$ cat config.mk
export PLATFORM = sky130hd
export DESIGN_NAME = pmu_top
export DESIGN_NICKNAME = d
export VERILOG_FILES = /design/src/pmu_pkg.sv /design/src/pmu_ctrl.sv /design/src/pmu_event_sel.sv /design/src/pmu_counters.sv /design/src/pmu_irq.sv /design/src/pmu_top.sv
export VERILOG_INCLUDE_DIRS = /design/src
export SDC_FILE = /design/constraint.sdc
export NUM_CORES = 1
export LEC_CHECK = 0
export BUFFER_PORTS_ARGS = -buffer_cell sky130_fd_sc_hd__buf_2
export CAP_MARGIN = 5
export CORE_MARGIN = 2
export CORE_UTILIZATION = 55
export CTS_CLUSTER_SIZE = 14
export DETAILED_ROUTE_END_ITERATION = 7
export GPL_TIMING_DRIVEN = 0
export PLACE_DENSITY_LB_ADDON = 0.08
export SYNTH_ARGS = -nofsm -noshare
export SYNTH_HDL_FRONTEND = slang
export SYNTH_SLANG_ARGS = --single-unit
$ cat constraint.sdc
create_clock -name clk_i -period 8.22 [get_ports clk_i]
set_input_delay 1.644 -clock clk_i [delete_from_list [all_inputs] [get_ports clk_i]]
set_output_delay 1.644 -clock clk_i [all_outputs]
set_load 0.1 [all_outputs]
$ cat src/pmu_params.svh
// PMU sizes, field widths and register address map
`ifndef PMU_PARAMS_SVH
`define PMU_PARAMS_SVH

// Datapath sizes
`define PMU_REG_WIDTH      32
`define PMU_N_COUNTERS     4
`define PMU_N_SOC_EV       16
`define PMU_SEL_BITS       4
`define PMU_CNT_IDX_BITS   2
`define PMU_XBAR_WIDTH     (`PMU_N_COUNTERS * `PMU_SEL_BITS)

// --------------------------------------------------
// Register map
// --------------------------------------------------
`define PMU_ADDR_WIDTH       4
`define PMU_ADDR_CFG         4'd0
// Counters sit at 1..4
`define PMU_ADDR_CNT_BASE    4'd1
`define PMU_ADDR_CNT_LAST    4'd4
`define PMU_ADDR_OVF_MASK    4'd5
// Read only
`define PMU_ADDR_OVF_VECT    4'd6
`define PMU_ADDR_QUOTA_MASK  4'd7
`define PMU_ADDR_QUOTA_LIMIT 4'd8
`define PMU_ADDR_XBAR        4'd9

`endif

$ cat src/pmu_pkg.sv
// PMU shared types: register requests, decoded configuration, counter buses
`include "pmu_params.svh"

package pmu_pkg;

    // Event source override, bits 31:30 of the configuration register
    typedef enum logic [1:0] {
        SELFTEST_OFF     = 2'd0,
        SELFTEST_ALL_ON  = 2'd1,
        SELFTEST_ALL_OFF = 2'd2,
        SELFTEST_ONE_ON  = 2'd3
    } selftest_e;

    // Register access opcode
    typedef enum logic [1:0] {
        REG_IDLE  = 2'd0,
        REG_READ  = 2'd1,
        REG_WRITE = 2'd2
    } reg_op_e;

    // Single-port register request from the host
    typedef struct packed {
        reg_op_e                    op;
        logic [`PMU_ADDR_WIDTH-1:0] addr;
        logic [`PMU_REG_WIDTH-1:0]  wdata;
    } reg_req_t;

    // Fields decoded out of the configuration register
    typedef struct packed {
        selftest_e selftest;
        logic      quota_softrst;
        logic      ovf_softrst;
        logic      ovf_en;
        logic      cnt_softrst;
        logic      cnt_en;
    } pmu_cfg_t;

    // All counter values, counter 0 in the lowest word
    typedef logic [`PMU_N_COUNTERS-1:0][`PMU_REG_WIDTH-1:0] cnt_vec_t;

    // Software write into one counter
    typedef struct packed {
        logic                         valid;
        logic [`PMU_CNT_IDX_BITS-1:0] index;
        logic [`PMU_REG_WIDTH-1:0]    data;
    } cnt_wr_t;

endpackage

$ cat src/pmu_ctrl.sv
// PMU control block: configuration registers, write decode and read data return
`include "pmu_params.svh"

module pmu_ctrl (
    input  logic                           clk_i,
    input  logic                           rstn_i,
    input  pmu_pkg::reg_req_t              req_i,
    input  pmu_pkg::cnt_vec_t              cnt_i,
    input  logic [`PMU_N_COUNTERS-1:0]     ovf_vect_i,
    output pmu_pkg::pmu_cfg_t              cfg_o,
    output logic [`PMU_XBAR_WIDTH-1:0]     xbar_sel_o,
    output pmu_pkg::cnt_wr_t               cnt_wr_o,
    output logic [`PMU_N_COUNTERS-1:0]     ovf_mask_o,
    output logic [`PMU_N_COUNTERS-1:0]     quota_mask_o,
    output logic [`PMU_REG_WIDTH-1:0]      quota_limit_o,
    output logic [`PMU_REG_WIDTH-1:0]      rdata_o,
    output logic                           rvalid_o
);

    // Software visible registers
    logic [`PMU_REG_WIDTH-1:0]  cfg_q;
    logic [`PMU_N_COUNTERS-1:0] ovf_mask_q;
    logic [`PMU_N_COUNTERS-1:0] quota_mask_q;
    logic [`PMU_REG_WIDTH-1:0]  quota_limit_q;
    logic [`PMU_XBAR_WIDTH-1:0] xbar_q;

    // Request decode
    logic                       is_write;
    logic                       is_read;
    logic                       is_cnt_addr;
    logic [`PMU_ADDR_WIDTH-1:0] cnt_off;
    logic [`PMU_REG_WIDTH-1:0]  rdata_d;
    logic [`PMU_REG_WIDTH-1:0]  rdata_q;
    logic                       rvalid_q;

    assign is_write    = (req_i.op == pmu_pkg::REG_WRITE);
    assign is_read     = (req_i.op == pmu_pkg::REG_READ);
    assign is_cnt_addr = (req_i.addr >= `PMU_ADDR_CNT_BASE) &&
                         (req_i.addr <= `PMU_ADDR_CNT_LAST);
    assign cnt_off     = req_i.addr - `PMU_ADDR_CNT_BASE;

    // --------------------------------------------------
    // Register writes, applied at the sampling edge
    // --------------------------------------------------
    always_ff @(posedge clk_i) begin
        if (!rstn_i) begin
            cfg_q         <= '0;
            ovf_mask_q    <= '0;
            quota_mask_q  <= '0;
            quota_limit_q <= '0;
            xbar_q        <= '0;
        end else if (is_write) begin
            case (req_i.addr)
                `PMU_ADDR_CFG:         cfg_q         <= req_i.wdata;
                `PMU_ADDR_OVF_MASK:    ovf_mask_q    <= req_i.wdata[`PMU_N_COUNTERS-1:0];
                `PMU_ADDR_QUOTA_MASK:  quota_mask_q  <= req_i.wdata[`PMU_N_COUNTERS-1:0];
                `PMU_ADDR_QUOTA_LIMIT: quota_limit_q <= req_i.wdata;
                `PMU_ADDR_XBAR:        xbar_q        <= req_i.wdata[`PMU_XBAR_WIDTH-1:0];
                // Counters live in the counter bank, the overflow vector is read only
                default: ;
            endcase
        end
    end

    // Counter writes go straight through so they land on the same edge
    assign cnt_wr_o.valid = is_write && is_cnt_addr;
    assign cnt_wr_o.index = cnt_off[`PMU_CNT_IDX_BITS-1:0];
    assign cnt_wr_o.data  = req_i.wdata;

    // --------------------------------------------------
    // Read data, returned one cycle after the request
    // --------------------------------------------------
    always_comb begin
        rdata_d = '0;
        if (is_cnt_addr) begin
            rdata_d = cnt_i[cnt_off[`PMU_CNT_IDX_BITS-1:0]];
        end else begin
            case (req_i.addr)
                `PMU_ADDR_CFG:         rdata_d = cfg_q;
                `PMU_ADDR_OVF_MASK:    rdata_d[`PMU_N_COUNTERS-1:0] = ovf_mask_q;
                `PMU_ADDR_OVF_VECT:    rdata_d[`PMU_N_COUNTERS-1:0] = ovf_vect_i;
                `PMU_ADDR_QUOTA_MASK:  rdata_d[`PMU_N_COUNTERS-1:0] = quota_mask_q;
                `PMU_ADDR_QUOTA_LIMIT: rdata_d = quota_limit_q;
                `PMU_ADDR_XBAR:        rdata_d[`PMU_XBAR_WIDTH-1:0] = xbar_q;
                // Unused addresses read as zero
                default:               rdata_d = '0;
            endcase
        end
    end

    always_ff @(posedge clk_i) begin
        if (!rstn_i) begin
            rvalid_q <= 1'b0;
            rdata_q  <= '0;
        end else begin
            rvalid_q <= is_read;
            if (is_read) begin
                rdata_q <= rdata_d;
            end
        end
    end

    assign rdata_o  = rdata_q;
    assign rvalid_o = rvalid_q;

    // Configuration field decode
    always_comb begin
        cfg_o.cnt_en        = cfg_q[0];
        cfg_o.cnt_softrst   = cfg_q[1];
        cfg_o.ovf_en        = cfg_q[2];
        cfg_o.ovf_softrst   = cfg_q[3];
        cfg_o.quota_softrst = cfg_q[4];
        cfg_o.selftest      = pmu_pkg::selftest_e'(cfg_q[31:30]);
    end

    assign xbar_sel_o    = xbar_q;
    assign ovf_mask_o    = ovf_mask_q;
    assign quota_mask_o  = quota_mask_q;
    assign quota_limit_o = quota_limit_q;

endmodule

$ cat src/pmu_event_sel.sv
// PMU event selection: per-counter crossbar with self-test override, registered
`include "pmu_params.svh"

module pmu_event_sel (
    input  logic                       clk_i,
    input  logic                       rstn_i,
    input  logic [`PMU_N_SOC_EV-1:0]   events_i,
    input  logic [`PMU_XBAR_WIDTH-1:0] xbar_sel_i,
    input  pmu_pkg::selftest_e         selftest_i,
    output logic [`PMU_N_COUNTERS-1:0] inc_o
);

    // Crossbar output and post-override lanes
    logic [`PMU_N_COUNTERS-1:0] xbar_ev;
    logic [`PMU_N_COUNTERS-1:0] sel_ev;
    logic [`PMU_N_COUNTERS-1:0] inc_q;

    // --------------------------------------------------
    // Crossbar
    // --------------------------------------------------
    // Each lane picks one system event, lane 0 uses the lowest selector
    always_comb begin
        for (int i = 0; i < `PMU_N_COUNTERS; i++) begin
            xbar_ev[i] = events_i[xbar_sel_i[i*`PMU_SEL_BITS +: `PMU_SEL_BITS]];
        end
    end

    // --------------------------------------------------
    // Self-test override
    // --------------------------------------------------
    always_comb begin
        case (selftest_i)
            pmu_pkg::SELFTEST_OFF:     sel_ev = xbar_ev;
            pmu_pkg::SELFTEST_ALL_ON:  sel_ev = '1;
            pmu_pkg::SELFTEST_ALL_OFF: sel_ev = '0;
            // Only counter 0 sees a constant event
            pmu_pkg::SELFTEST_ONE_ON:  sel_ev = {{(`PMU_N_COUNTERS-1){1'b0}}, 1'b1};
            default:                   sel_ev = '0;
        endcase
    end

    // One register stage before the counters
    always_ff @(posedge clk_i) begin
        if (!rstn_i) begin
            inc_q <= '0;
        end else begin
            inc_q <= sel_ev;
        end
    end

    assign inc_o = inc_q;

endmodule

$ cat src/pmu_counters.sv
// PMU counter bank: wrapping counters with enable, soft reset and software write
`include "pmu_params.svh"

module pmu_counters (
    input  logic                       clk_i,
    input  logic                       rstn_i,
    input  pmu_pkg::pmu_cfg_t          cfg_i,
    input  logic [`PMU_N_COUNTERS-1:0] inc_i,
    input  pmu_pkg::cnt_wr_t           cnt_wr_i,
    output pmu_pkg::cnt_vec_t          cnt_o,
    output logic [`PMU_N_COUNTERS-1:0] wrap_o
);

    logic [`PMU_REG_WIDTH-1:0]  cnt_q [`PMU_N_COUNTERS];
    logic [`PMU_N_COUNTERS-1:0] wr_hit;
    logic [`PMU_N_COUNTERS-1:0] do_inc;

    for (genvar i = 0; i < `PMU_N_COUNTERS; i++) begin : g_cnt
        localparam logic [`PMU_CNT_IDX_BITS-1:0] IDX = i;

        // Software write to this lane
        assign wr_hit[i] = cnt_wr_i.valid && (cnt_wr_i.index == IDX);

        // Increment only when nothing of higher priority happens
        assign do_inc[i] = cfg_i.cnt_en && inc_i[i] && !wr_hit[i] && !cfg_i.cnt_softrst;

        // Soft reset, then write, then increment
        always_ff @(posedge clk_i) begin
            if (!rstn_i) begin
                cnt_q[i] <= '0;
            end else if (cfg_i.cnt_softrst) begin
                cnt_q[i] <= '0;
            end else if (wr_hit[i]) begin
                cnt_q[i] <= cnt_wr_i.data;
            end else if (do_inc[i]) begin
                cnt_q[i] <= cnt_q[i] + 1'b1;
            end
        end

        // Carry out of all ones, same cycle as the wrapping increment
        assign wrap_o[i] = do_inc[i] && (&cnt_q[i]);

        assign cnt_o[i] = cnt_q[i];
    end

endmodule

$ cat src/pmu_irq.sv
// PMU interrupts: sticky per-counter overflow vector and masked quota check
`include "pmu_params.svh"

module pmu_irq (
    input  logic                       clk_i,
    input  logic                       rstn_i,
    input  pmu_pkg::pmu_cfg_t          cfg_i,
    input  pmu_pkg::cnt_vec_t          cnt_i,
    input  logic [`PMU_N_COUNTERS-1:0] wrap_i,
    input  logic [`PMU_N_COUNTERS-1:0] ovf_mask_i,
    input  logic [`PMU_N_COUNTERS-1:0] quota_mask_i,
    input  logic [`PMU_REG_WIDTH-1:0]  quota_limit_i,
    output logic [`PMU_N_COUNTERS-1:0] ovf_vect_o,
    output logic                       intr_overflow_o,
    output logic                       intr_quota_o
);

    // Two extra bits hold the carry of four 32-bit terms
    logic [`PMU_REG_WIDTH+1:0]  quota_sum;
    logic                       quota_armed;
    logic                       quota_hit;
    logic                       quota_q;
    logic [`PMU_N_COUNTERS-1:0] ovf_vect_q;

    // --------------------------------------------------
    // Overflow
    // --------------------------------------------------
    always_ff @(posedge clk_i) begin
        if (!rstn_i) begin
            ovf_vect_q <= '0;
        end else if (cfg_i.ovf_softrst) begin
            ovf_vect_q <= '0;
        end else if (cfg_i.ovf_en) begin
            // Sticky until soft reset
            ovf_vect_q <= ovf_vect_q | wrap_i;
        end
    end

    assign ovf_vect_o      = ovf_vect_q;
    assign intr_overflow_o = |(ovf_vect_q & ovf_mask_i);

    // --------------------------------------------------
    // Quota
    // --------------------------------------------------
    // Sum of the counters selected by the mask
    always_comb begin
        quota_sum = '0;
        for (int i = 0; i < `PMU_N_COUNTERS; i++) begin
            if (quota_mask_i[i]) begin
                quota_sum = quota_sum + {2'b00, cnt_i[i]};
            end
        end
    end

    // An empty mask or a zero limit leaves the check idle
    assign quota_armed = (|quota_mask_i) && (|quota_limit_i);
    assign quota_hit   = quota_armed && (quota_sum >= {2'b00, quota_limit_i});

    always_ff @(posedge clk_i) begin
        if (!rstn_i) begin
            quota_q <= 1'b0;
        end else if (cfg_i.quota_softrst) begin
            quota_q <= 1'b0;
        end else if (quota_hit) begin
            quota_q <= 1'b1;
        end
    end

    assign intr_quota_o = quota_q;

endmodule

$ cat src/pmu_top.sv
// PMU top level: register control block feeding the event, counter and interrupt path
`include "pmu_params.svh"

module pmu_top (
    input  logic                      clk_i,
    input  logic                      rstn_i,
    input  pmu_pkg::reg_req_t         req_i,
    input  logic [`PMU_N_SOC_EV-1:0]  events_i,
    output logic [`PMU_REG_WIDTH-1:0] rdata_o,
    output logic                      rvalid_o,
    output logic                      intr_overflow_o,
    output logic                      intr_quota_o
);

    // Control to datapath
    pmu_pkg::pmu_cfg_t          cfg;
    pmu_pkg::cnt_wr_t           cnt_wr;
    logic [`PMU_XBAR_WIDTH-1:0] xbar_sel;
    logic [`PMU_N_COUNTERS-1:0] ovf_mask;
    logic [`PMU_N_COUNTERS-1:0] quota_mask;
    logic [`PMU_REG_WIDTH-1:0]  quota_limit;

    // Datapath back to control
    logic [`PMU_N_COUNTERS-1:0] inc;
    pmu_pkg::cnt_vec_t          cnt;
    logic [`PMU_N_COUNTERS-1:0] wrap;
    logic [`PMU_N_COUNTERS-1:0] ovf_vect;

    pmu_ctrl ctrl_i (
        .clk_i         (clk_i),
        .rstn_i        (rstn_i),
        .req_i         (req_i),
        .cnt_i         (cnt),
        .ovf_vect_i    (ovf_vect),
        .cfg_o         (cfg),
        .xbar_sel_o    (xbar_sel),
        .cnt_wr_o      (cnt_wr),
        .ovf_mask_o    (ovf_mask),
        .quota_mask_o  (quota_mask),
        .quota_limit_o (quota_limit),
        .rdata_o       (rdata_o),
        .rvalid_o      (rvalid_o)
    );

    pmu_event_sel event_sel_i (
        .clk_i      (clk_i),
        .rstn_i     (rstn_i),
        .events_i   (events_i),
        .xbar_sel_i (xbar_sel),
        .selftest_i (cfg.selftest),
        .inc_o      (inc)
    );

    pmu_counters counters_i (
        .clk_i    (clk_i),
        .rstn_i   (rstn_i),
        .cfg_i    (cfg),
        .inc_i    (inc),
        .cnt_wr_i (cnt_wr),
        .cnt_o    (cnt),
        .wrap_o   (wrap)
    );

    pmu_irq irq_i (
        .clk_i           (clk_i),
        .rstn_i          (rstn_i),
        .cfg_i           (cfg),
        .cnt_i           (cnt),
        .wrap_i          (wrap),
        .ovf_mask_i      (ovf_mask),
        .quota_mask_i    (quota_mask),
        .quota_limit_i   (quota_limit),
        .ovf_vect_o      (ovf_vect),
        .intr_overflow_o (intr_overflow_o),
        .intr_quota_o    (intr_quota_o)
    );

endmodule

; Yosys cells after proc, flatten, opt, wreduce, memory -nomap -nowiden
; Memories as Yosys holds them, arrays and structs flattened.
; Index checks and enable logic that the tools add are counted.
[op_classes]
n_addsub = 8
n_lt_le_gt_ge = 8
n_eq_ne = 13
n_mux = 71
n_bitwise = 15
n_reduce_logical = 46
[ops]
columns = cell, n
row1 = $mux W32, 15
row2 = $add A32 B1 Y32 const B, 4
row3 = $reduce_and A32 Y1, 4
row4 = $mux W34, 3
row5 = $add A34 B32 Y34, 2
row6 = $bmux W32 S2, 1
row7 = $mux W1, 44
row8 = $pmux W12 S3, 1
row9 = $ge A34 B32 Y1, 1
row10 = $add A32 B32 Y33, 1
row11 = $pmux W16 S2, 1
row12 = $reduce_or A32 Y1, 1
row13 = $logic_and A1 B1 Y1, 24
row14 = $pmux W4 S6, 1
row15 = $lt A4 B5 Y1 const B, 4
row16 = $bmux W1 S4, 4
row17 = $pmux W4 S4, 1
row18 = $eq A4 B3 Y1 const B, 3
row19 = $or A1 B1 Y1, 12
row20 = $eq A2 B2 Y1 const B, 5
row21 = $reduce_and A2 Y1, 5
row22 = $eq A4 B4 Y1 const B, 2
row23 = $reduce_or A4 Y1, 2
row24 = $eq A2 B1 Y1 const B, 3
row25 = other kinds (11), 17
[word_totals]
reg_bits = 130
mem_bits_rw = 128
inputBits = 56
output_inout_bits = 35
elab_cells = 172
memories = 1
[memory_table]
columns = name, words, width, rd, rd_ports_with_merged_regs, wr, line_no
row1 = counters_i.cnt_q, 4, 32, 4, 0, 4, pmu_counters.sv:14  ; logic [`PMU_REG_WIDTH-1:0] cnt_q [`PMU_N_COUNTERS];

; Logic depth before layout (Yosys ltp)
[logic_depth]
depth_word = 13
mapped_depth = 48
depth_no_buf = 43

; Cells and area by module
; A second synthesis with hierarchy kept.
[unflattened]
cells_unflattened = 2606
hier_area_um2 = 22135.0
[modules_own_cells]
columns = mod, instances, cells_each, area_each_um2, seq_area_each_um2
row1 = pmu_counters, 1, 812, 7766.2, 3843.7
row2 = pmu_irq, 1, 1038, 7349.5, 100.1
row3 = pmu_ctrl, 1, 685, 6314.8, 2422.3
row4 = pmu_event_sel, 1, 71, 704.4, 80.1

; Worst setup path before layout
; Ideal clock, no wire load.
[synth_timing]
path_kind = flip-flop to flip-flop
startpoint = reg ctrl_i.quota_mask_q[0], in the netlist ctrl_i.quota_mask_o[0]
endpoint = reg irq_i.quota_q, in the netlist irq_i.intr_quota_o
setup_ns = 0.138
arrival_time_ns = 8.213
required_ns = 8.082
path_slack_ns = -0.131
path_stages_with_launch = 45
n_path_buf = 4
period_less_slack_ns = 8.351
cell_sequence = dfxtp_1 buf_4 clkbuf_1 clkbuf_1 clkbuf_1 nand2_1 inv_1 ha_1 a21oi_1 o21ai_0 a21boi_0 maj3_1 a32oi_1 xnor2_1 nand2_1 xor2_1 ha_1 nand2_1 [9 not listed] a21o_1 a21o_1 a21oi_1 nand3_1 a311o_1 a41oi_1 o21bai_1 xor2_1 mux2_2 ha_1 a21oi_1 nor2b_1 o21ai_0 nand2b_1 a211oi_1 o21ai_0 o41ai_1 a22oi_1
[synth_via]
elab_chain_len = 9
word_cells_on_any_way = 11
cone_classes = 3 x add/sub / 1 x order compare / 4 x mux / 3 x reduce/logical
[synth_rtl]
columns = element, line_no
row1 = "start, declared", pmu_ctrl.sv:23  ; logic [`PMU_N_COUNTERS-1:0] quota_mask_q;
row2 = "start signal, assigned", pmu_ctrl.sv:56  ; `PMU_ADDR_QUOTA_MASK: quota_mask_q <= req_i.wdata[`PMU_N_COUNTERS-1:0];
row3 = $mux W32, pmu_irq.sv:49  ; if (quota_mask_i[i]) begin
row4 = $add A32 B32 Y33, pmu_irq.sv:50  ; quota_sum = quota_sum + {2'b00, cnt_i[i]};
row5 = $mux W34, pmu_irq.sv:49
row6 = $add A34 B32 Y34, pmu_irq.sv:50
row7 = $mux W34, pmu_irq.sv:49
row8 = $add A34 B32 Y34, pmu_irq.sv:50
row9 = $mux W34, pmu_irq.sv:49
row10 = $ge A34 B32 Y1, pmu_irq.sv:57  ; assign quota_hit = quota_armed && (quota_sum >= {2'b00, quota_limit_i});
row11 = $logic_and A1 B1 Y1 *, pmu_irq.sv:57
row12 = "end signal, assigned", pmu_irq.sv:61  ; quota_q <= 1'b0;
row13 = "end signal, assigned", pmu_irq.sv:63  ; quota_q <= 1'b0;
row14 = "end signal, assigned", pmu_irq.sv:65  ; quota_q <= 1'b1;
row15 = "end, declared", pmu_irq.sv:22  ; logic quota_q;
; Mark *: on every way between the ends. The rest lies on a longest branch, timed or not.
; A chain may end at the register's enable or synchronous reset.

; Worst setup path in the final report
; Ends and elaborated chain as after synthesis.

==> results.py <==
metrics = {
    "outcome": {
        "status": "complete, but fails checks",
        "violations": "setup timing",
    },
    "power_and_ir_drop": {
        "p_clk_frac": 0.408,
        "swShare": 0.297,
        "power_leakage_nw": 9.52,
        "pwr-share-comb": 0.144,
        "switching_power_w": 0.000960,
        "peakVddDrop_v": 0.000151,
        "p_seq_frac": 0.447,
        "p_int_w": 0.00227,
        "p_per_area_nw_per_um2": 131,
        "power_w": 0.00323,
    },
    "clock_tree": {
        "cts.clk_slew.worst_paths_ns": 0.06,
        "clock_latency_ns": 0.59,
        "max-clock-path-buffers": 3,
        "clock-root-buffer": "clkbuf_16",
        "htreeDepth": 1,
        "cts.sinks": 258,
        "cts_tree": "done",
        "numCtsBuffers": 29,
    },
    "die": {
        "initial_core_util": 0.559,
        "coreArea_um2": 37800,
        "die_x_um": 200,
        "die_area_um2": 39900,
        "die_y_um": 200,
        "io_pins": 91,
        "rows": 71,
    },
    "worst_setup_path": {
        "crit_fanout": 5,
        "worst_setup_path_start_kind": "register",
        "max_stage_delay_ns": 0.38,
        "r2r_setup_slack_ns": -0.07,
        "ff2ff_path_depth": 50,
        "cp-end-kind": "register",
        "cp_slowest_cell": "dfxtp_4",
        "cp_common_cell": "buf_4",
        "required_ns": 8.69,
        "crit_type": "register to register",
        "cp.arrival_ns": 8.76,
    },
    "synth": {
        "ys_warn_count": 0,
        "synth_cells": 2554,
        "synth_seq_cells": 258,
        "ys_types": 84,
        "synth_area_um2": 21100,
        "synthArstFlopShare": 0,
        "syn-num-nets": 2750,
        "ys_seq_area_frac": 0.306,
        "syn_area_per_cell_um2": 8.26,
        "synth_enable_flop_cells": 128,
        "synth_ff_type": "dfxtp_1",
    },
    "route": {
        "drc": 0,
        "wire_per_inst_um": 25.9,
        "route.vias.total": 21500,
        "postRouteAntennaNets": 0,
        "vias_per_cell": 6.55,
        "first_pass_iters": 7,
        "drt_wl_total_mm": 85.1,
        "drtIter0Drc": 2545,
    },
    "placed_design": {
        "dp_slack_ns": -2.69,
        "place_hpwl_mm": 65.0,
        "io_buffers": 84,
        "gp_congestion": 1.03,
    },
    "timing": {
        "layout_setup_ws_ns": -0.0702,
        "clock_skew_ns": 0.0213,
        "slew_violations": 0,
        "max_freq_mhz": 121,
        "post-route-min-period_ns": 8.29,
        "slew_headroom": 0.196,
        "hold_viol_final": 0,
        "worst_pin_slew_ns": 1.20,
        "final-setup-viol-count": 1,
        "finalCritPeriodShare": 1.01,
        "rsz0062_at_grt": "yes",
    },
    "grt": {
        "grt_max_degree": 33,
        "grt_pass1_wl_mm": 126,
        "grt-ovfl-total": 0,
        "grt_pass1_vias": 20400,
        "grt_antenna_before_repair": 3,
        "grt_util_all_layers": 0.424,
    },
    "final_layout": {
        "area_growth_pct": 16.8,
        "drive_above_1_share": 0.165,
        "n_antenna_cell": 0,
        "nNetsFinal": 2943,
    },
    "min_path": {
        "min_path_type": "register to register",
        "whs_path_depth": 2,
    },
    "flow_run": {
        "maxCapViolCount": 0,
    },
}
[cell type report]
type | instances | area, µm²
multi-input cells | 2071 | 14600
fillers | 3270 | 13100
flip-flops and latches | 258 | 6450
repair buffers | 165 | 1070
clock buffers | 41 | 865
well taps | 511 | 639
plain buffers | 138 | 618
inverters | 84 | 318
clock inverters | 12 | 71.3
[Yosys cell counts, types with 27 or more instances]
cell type,n,area [µm²]
a211oi_1,36,270
a21oi_1,245,1230
a22oi_1,32,240
clkbuf_1,122,458
o21ai_0,178,891
ha_1,137,1710
edfxtp_1,128,3840
mux2_2,40,450
and3_1,35,219
mux4_2,52,1170
nor2_1,191,717
dfxtp_1,130,2600
xnor2_1,89,780
xor2_1,114,998
inv_1,82,308
a21o_1,60,450
nand4_1,27,169
nand3_1,94,470
nand2_1,447,1680
[critical path: cells and delay by family (launching register included)]
family,cells,cell delay (ns)
flip-flops,1,0.38
adder cells (fa/ha/maj),3,0.81
AND/OR/NAND/NOR,8,0.98
buffers and inverters,19,2.46
multiplexers,3,0.70
XOR/XNOR,2,0.22
AO/OA/AOI/OAI,15,2.59
[worst paths after layout]
kind	start	endpoint
setup / recovery	ctrl_i.quota_mask_o[0]	irq_i.intr_quota_o
hold / removal	ctrl_i.cfg_q[13]	ctrl_i.cfg_q[13]
setup reg to reg	ctrl_i.quota_mask_o[0]	irq_i.intr_quota_o
hold reg to reg	ctrl_i.cfg_q[13]	ctrl_i.cfg_q[13]
[kinds of logic after synthesis]
family | synth area share
and+or+nand+nor | 0.196
AOI/OAI and AO/OA | 0.201
DFF | 0.306
buffers and inverters | 0.0419
xor gates and xnor gates | 0.0843
adders and majority gates | 0.0856
muxes | 0.0859
[power groups by stage]
stage,combinational (W),clock [W],sequential (W)
detailed placement,0.000422,0,0.00147
CTS,0.000445,0.00131,0.00144
floorplan,0.000230,0,0.00148
global placement,0.000413,0,0.00147
finish,0.000467,0.00132,0.00145
global route,0.000488,0.00136,0.00145
[stage by stage]
step	setup TNS (ns)	instances	instance area, µm²	hold WS (ns)	util
4_1_cts	-0.179	3266	24300	0.455	0.643
3_3_place_gp	-2.64	3149	22200	0.442	0.587
6_report	-0.0702	3280	24600	0.459	0.652
5_1_grt	-0.509	3280	24600	0.469	0.652
3_5_place_dp	-2.69	3152	22200	0.447	0.589
2_1_floorplan	0	2554	21100	0.437	-
[layer usage]
layer / vias up / global-route usage / wire length (µm)
met5: - / 0 / 20
met4: 4 / 0.264 / 6540
met3: 317 / 0.0852 / 8860
met2: 1246 / 0.647 / 36700
met1: 10300 / 0.554 / 33000
li1: 9596 / - / -
[state kept, by name, summed over array words and instances, names as in the netlist, 16 cells and up]
signal	flops
ctrl_i.quota_limit_o	32
ctrl_i.xbar_sel_o	16
ctrl_i.cfg_q	32
counters_i.cnt_q	128
ctrl_i.rdata_o	32
[cells in the final DEF (no fill, tap or decap), types with 30 or more instances in the layout]
cell,Yosys,routed
nand2_1,447,445
a21oi_1,245,226
nor2_1,191,184
o21ai_0,178,162
dfxtp_1,130,129
edfxtp_1,128,128
clkbuf_1,122,120
xor2_1,114,112
ha_1,137,112
buf_2,5,89
xnor2_1,89,87
nand3_1,94,85
inv_1,82,80
buf_4,3,79
a21o_1,60,60
mux4_2,52,52
and3_1,35,34
clkbuf_16,0,34
mux2_2,40,32
a22oi_1,32,32
a211oi_1,36,30
[repair_timing]
action,4_1_cts,5_1_grt
endpoints found under the setup margin,1,1
gates resized for setup,118,55
pin swaps,65,52
hold buffers,0,0
buffers inserted,63,16
Power figures use the tool's default switching activity.
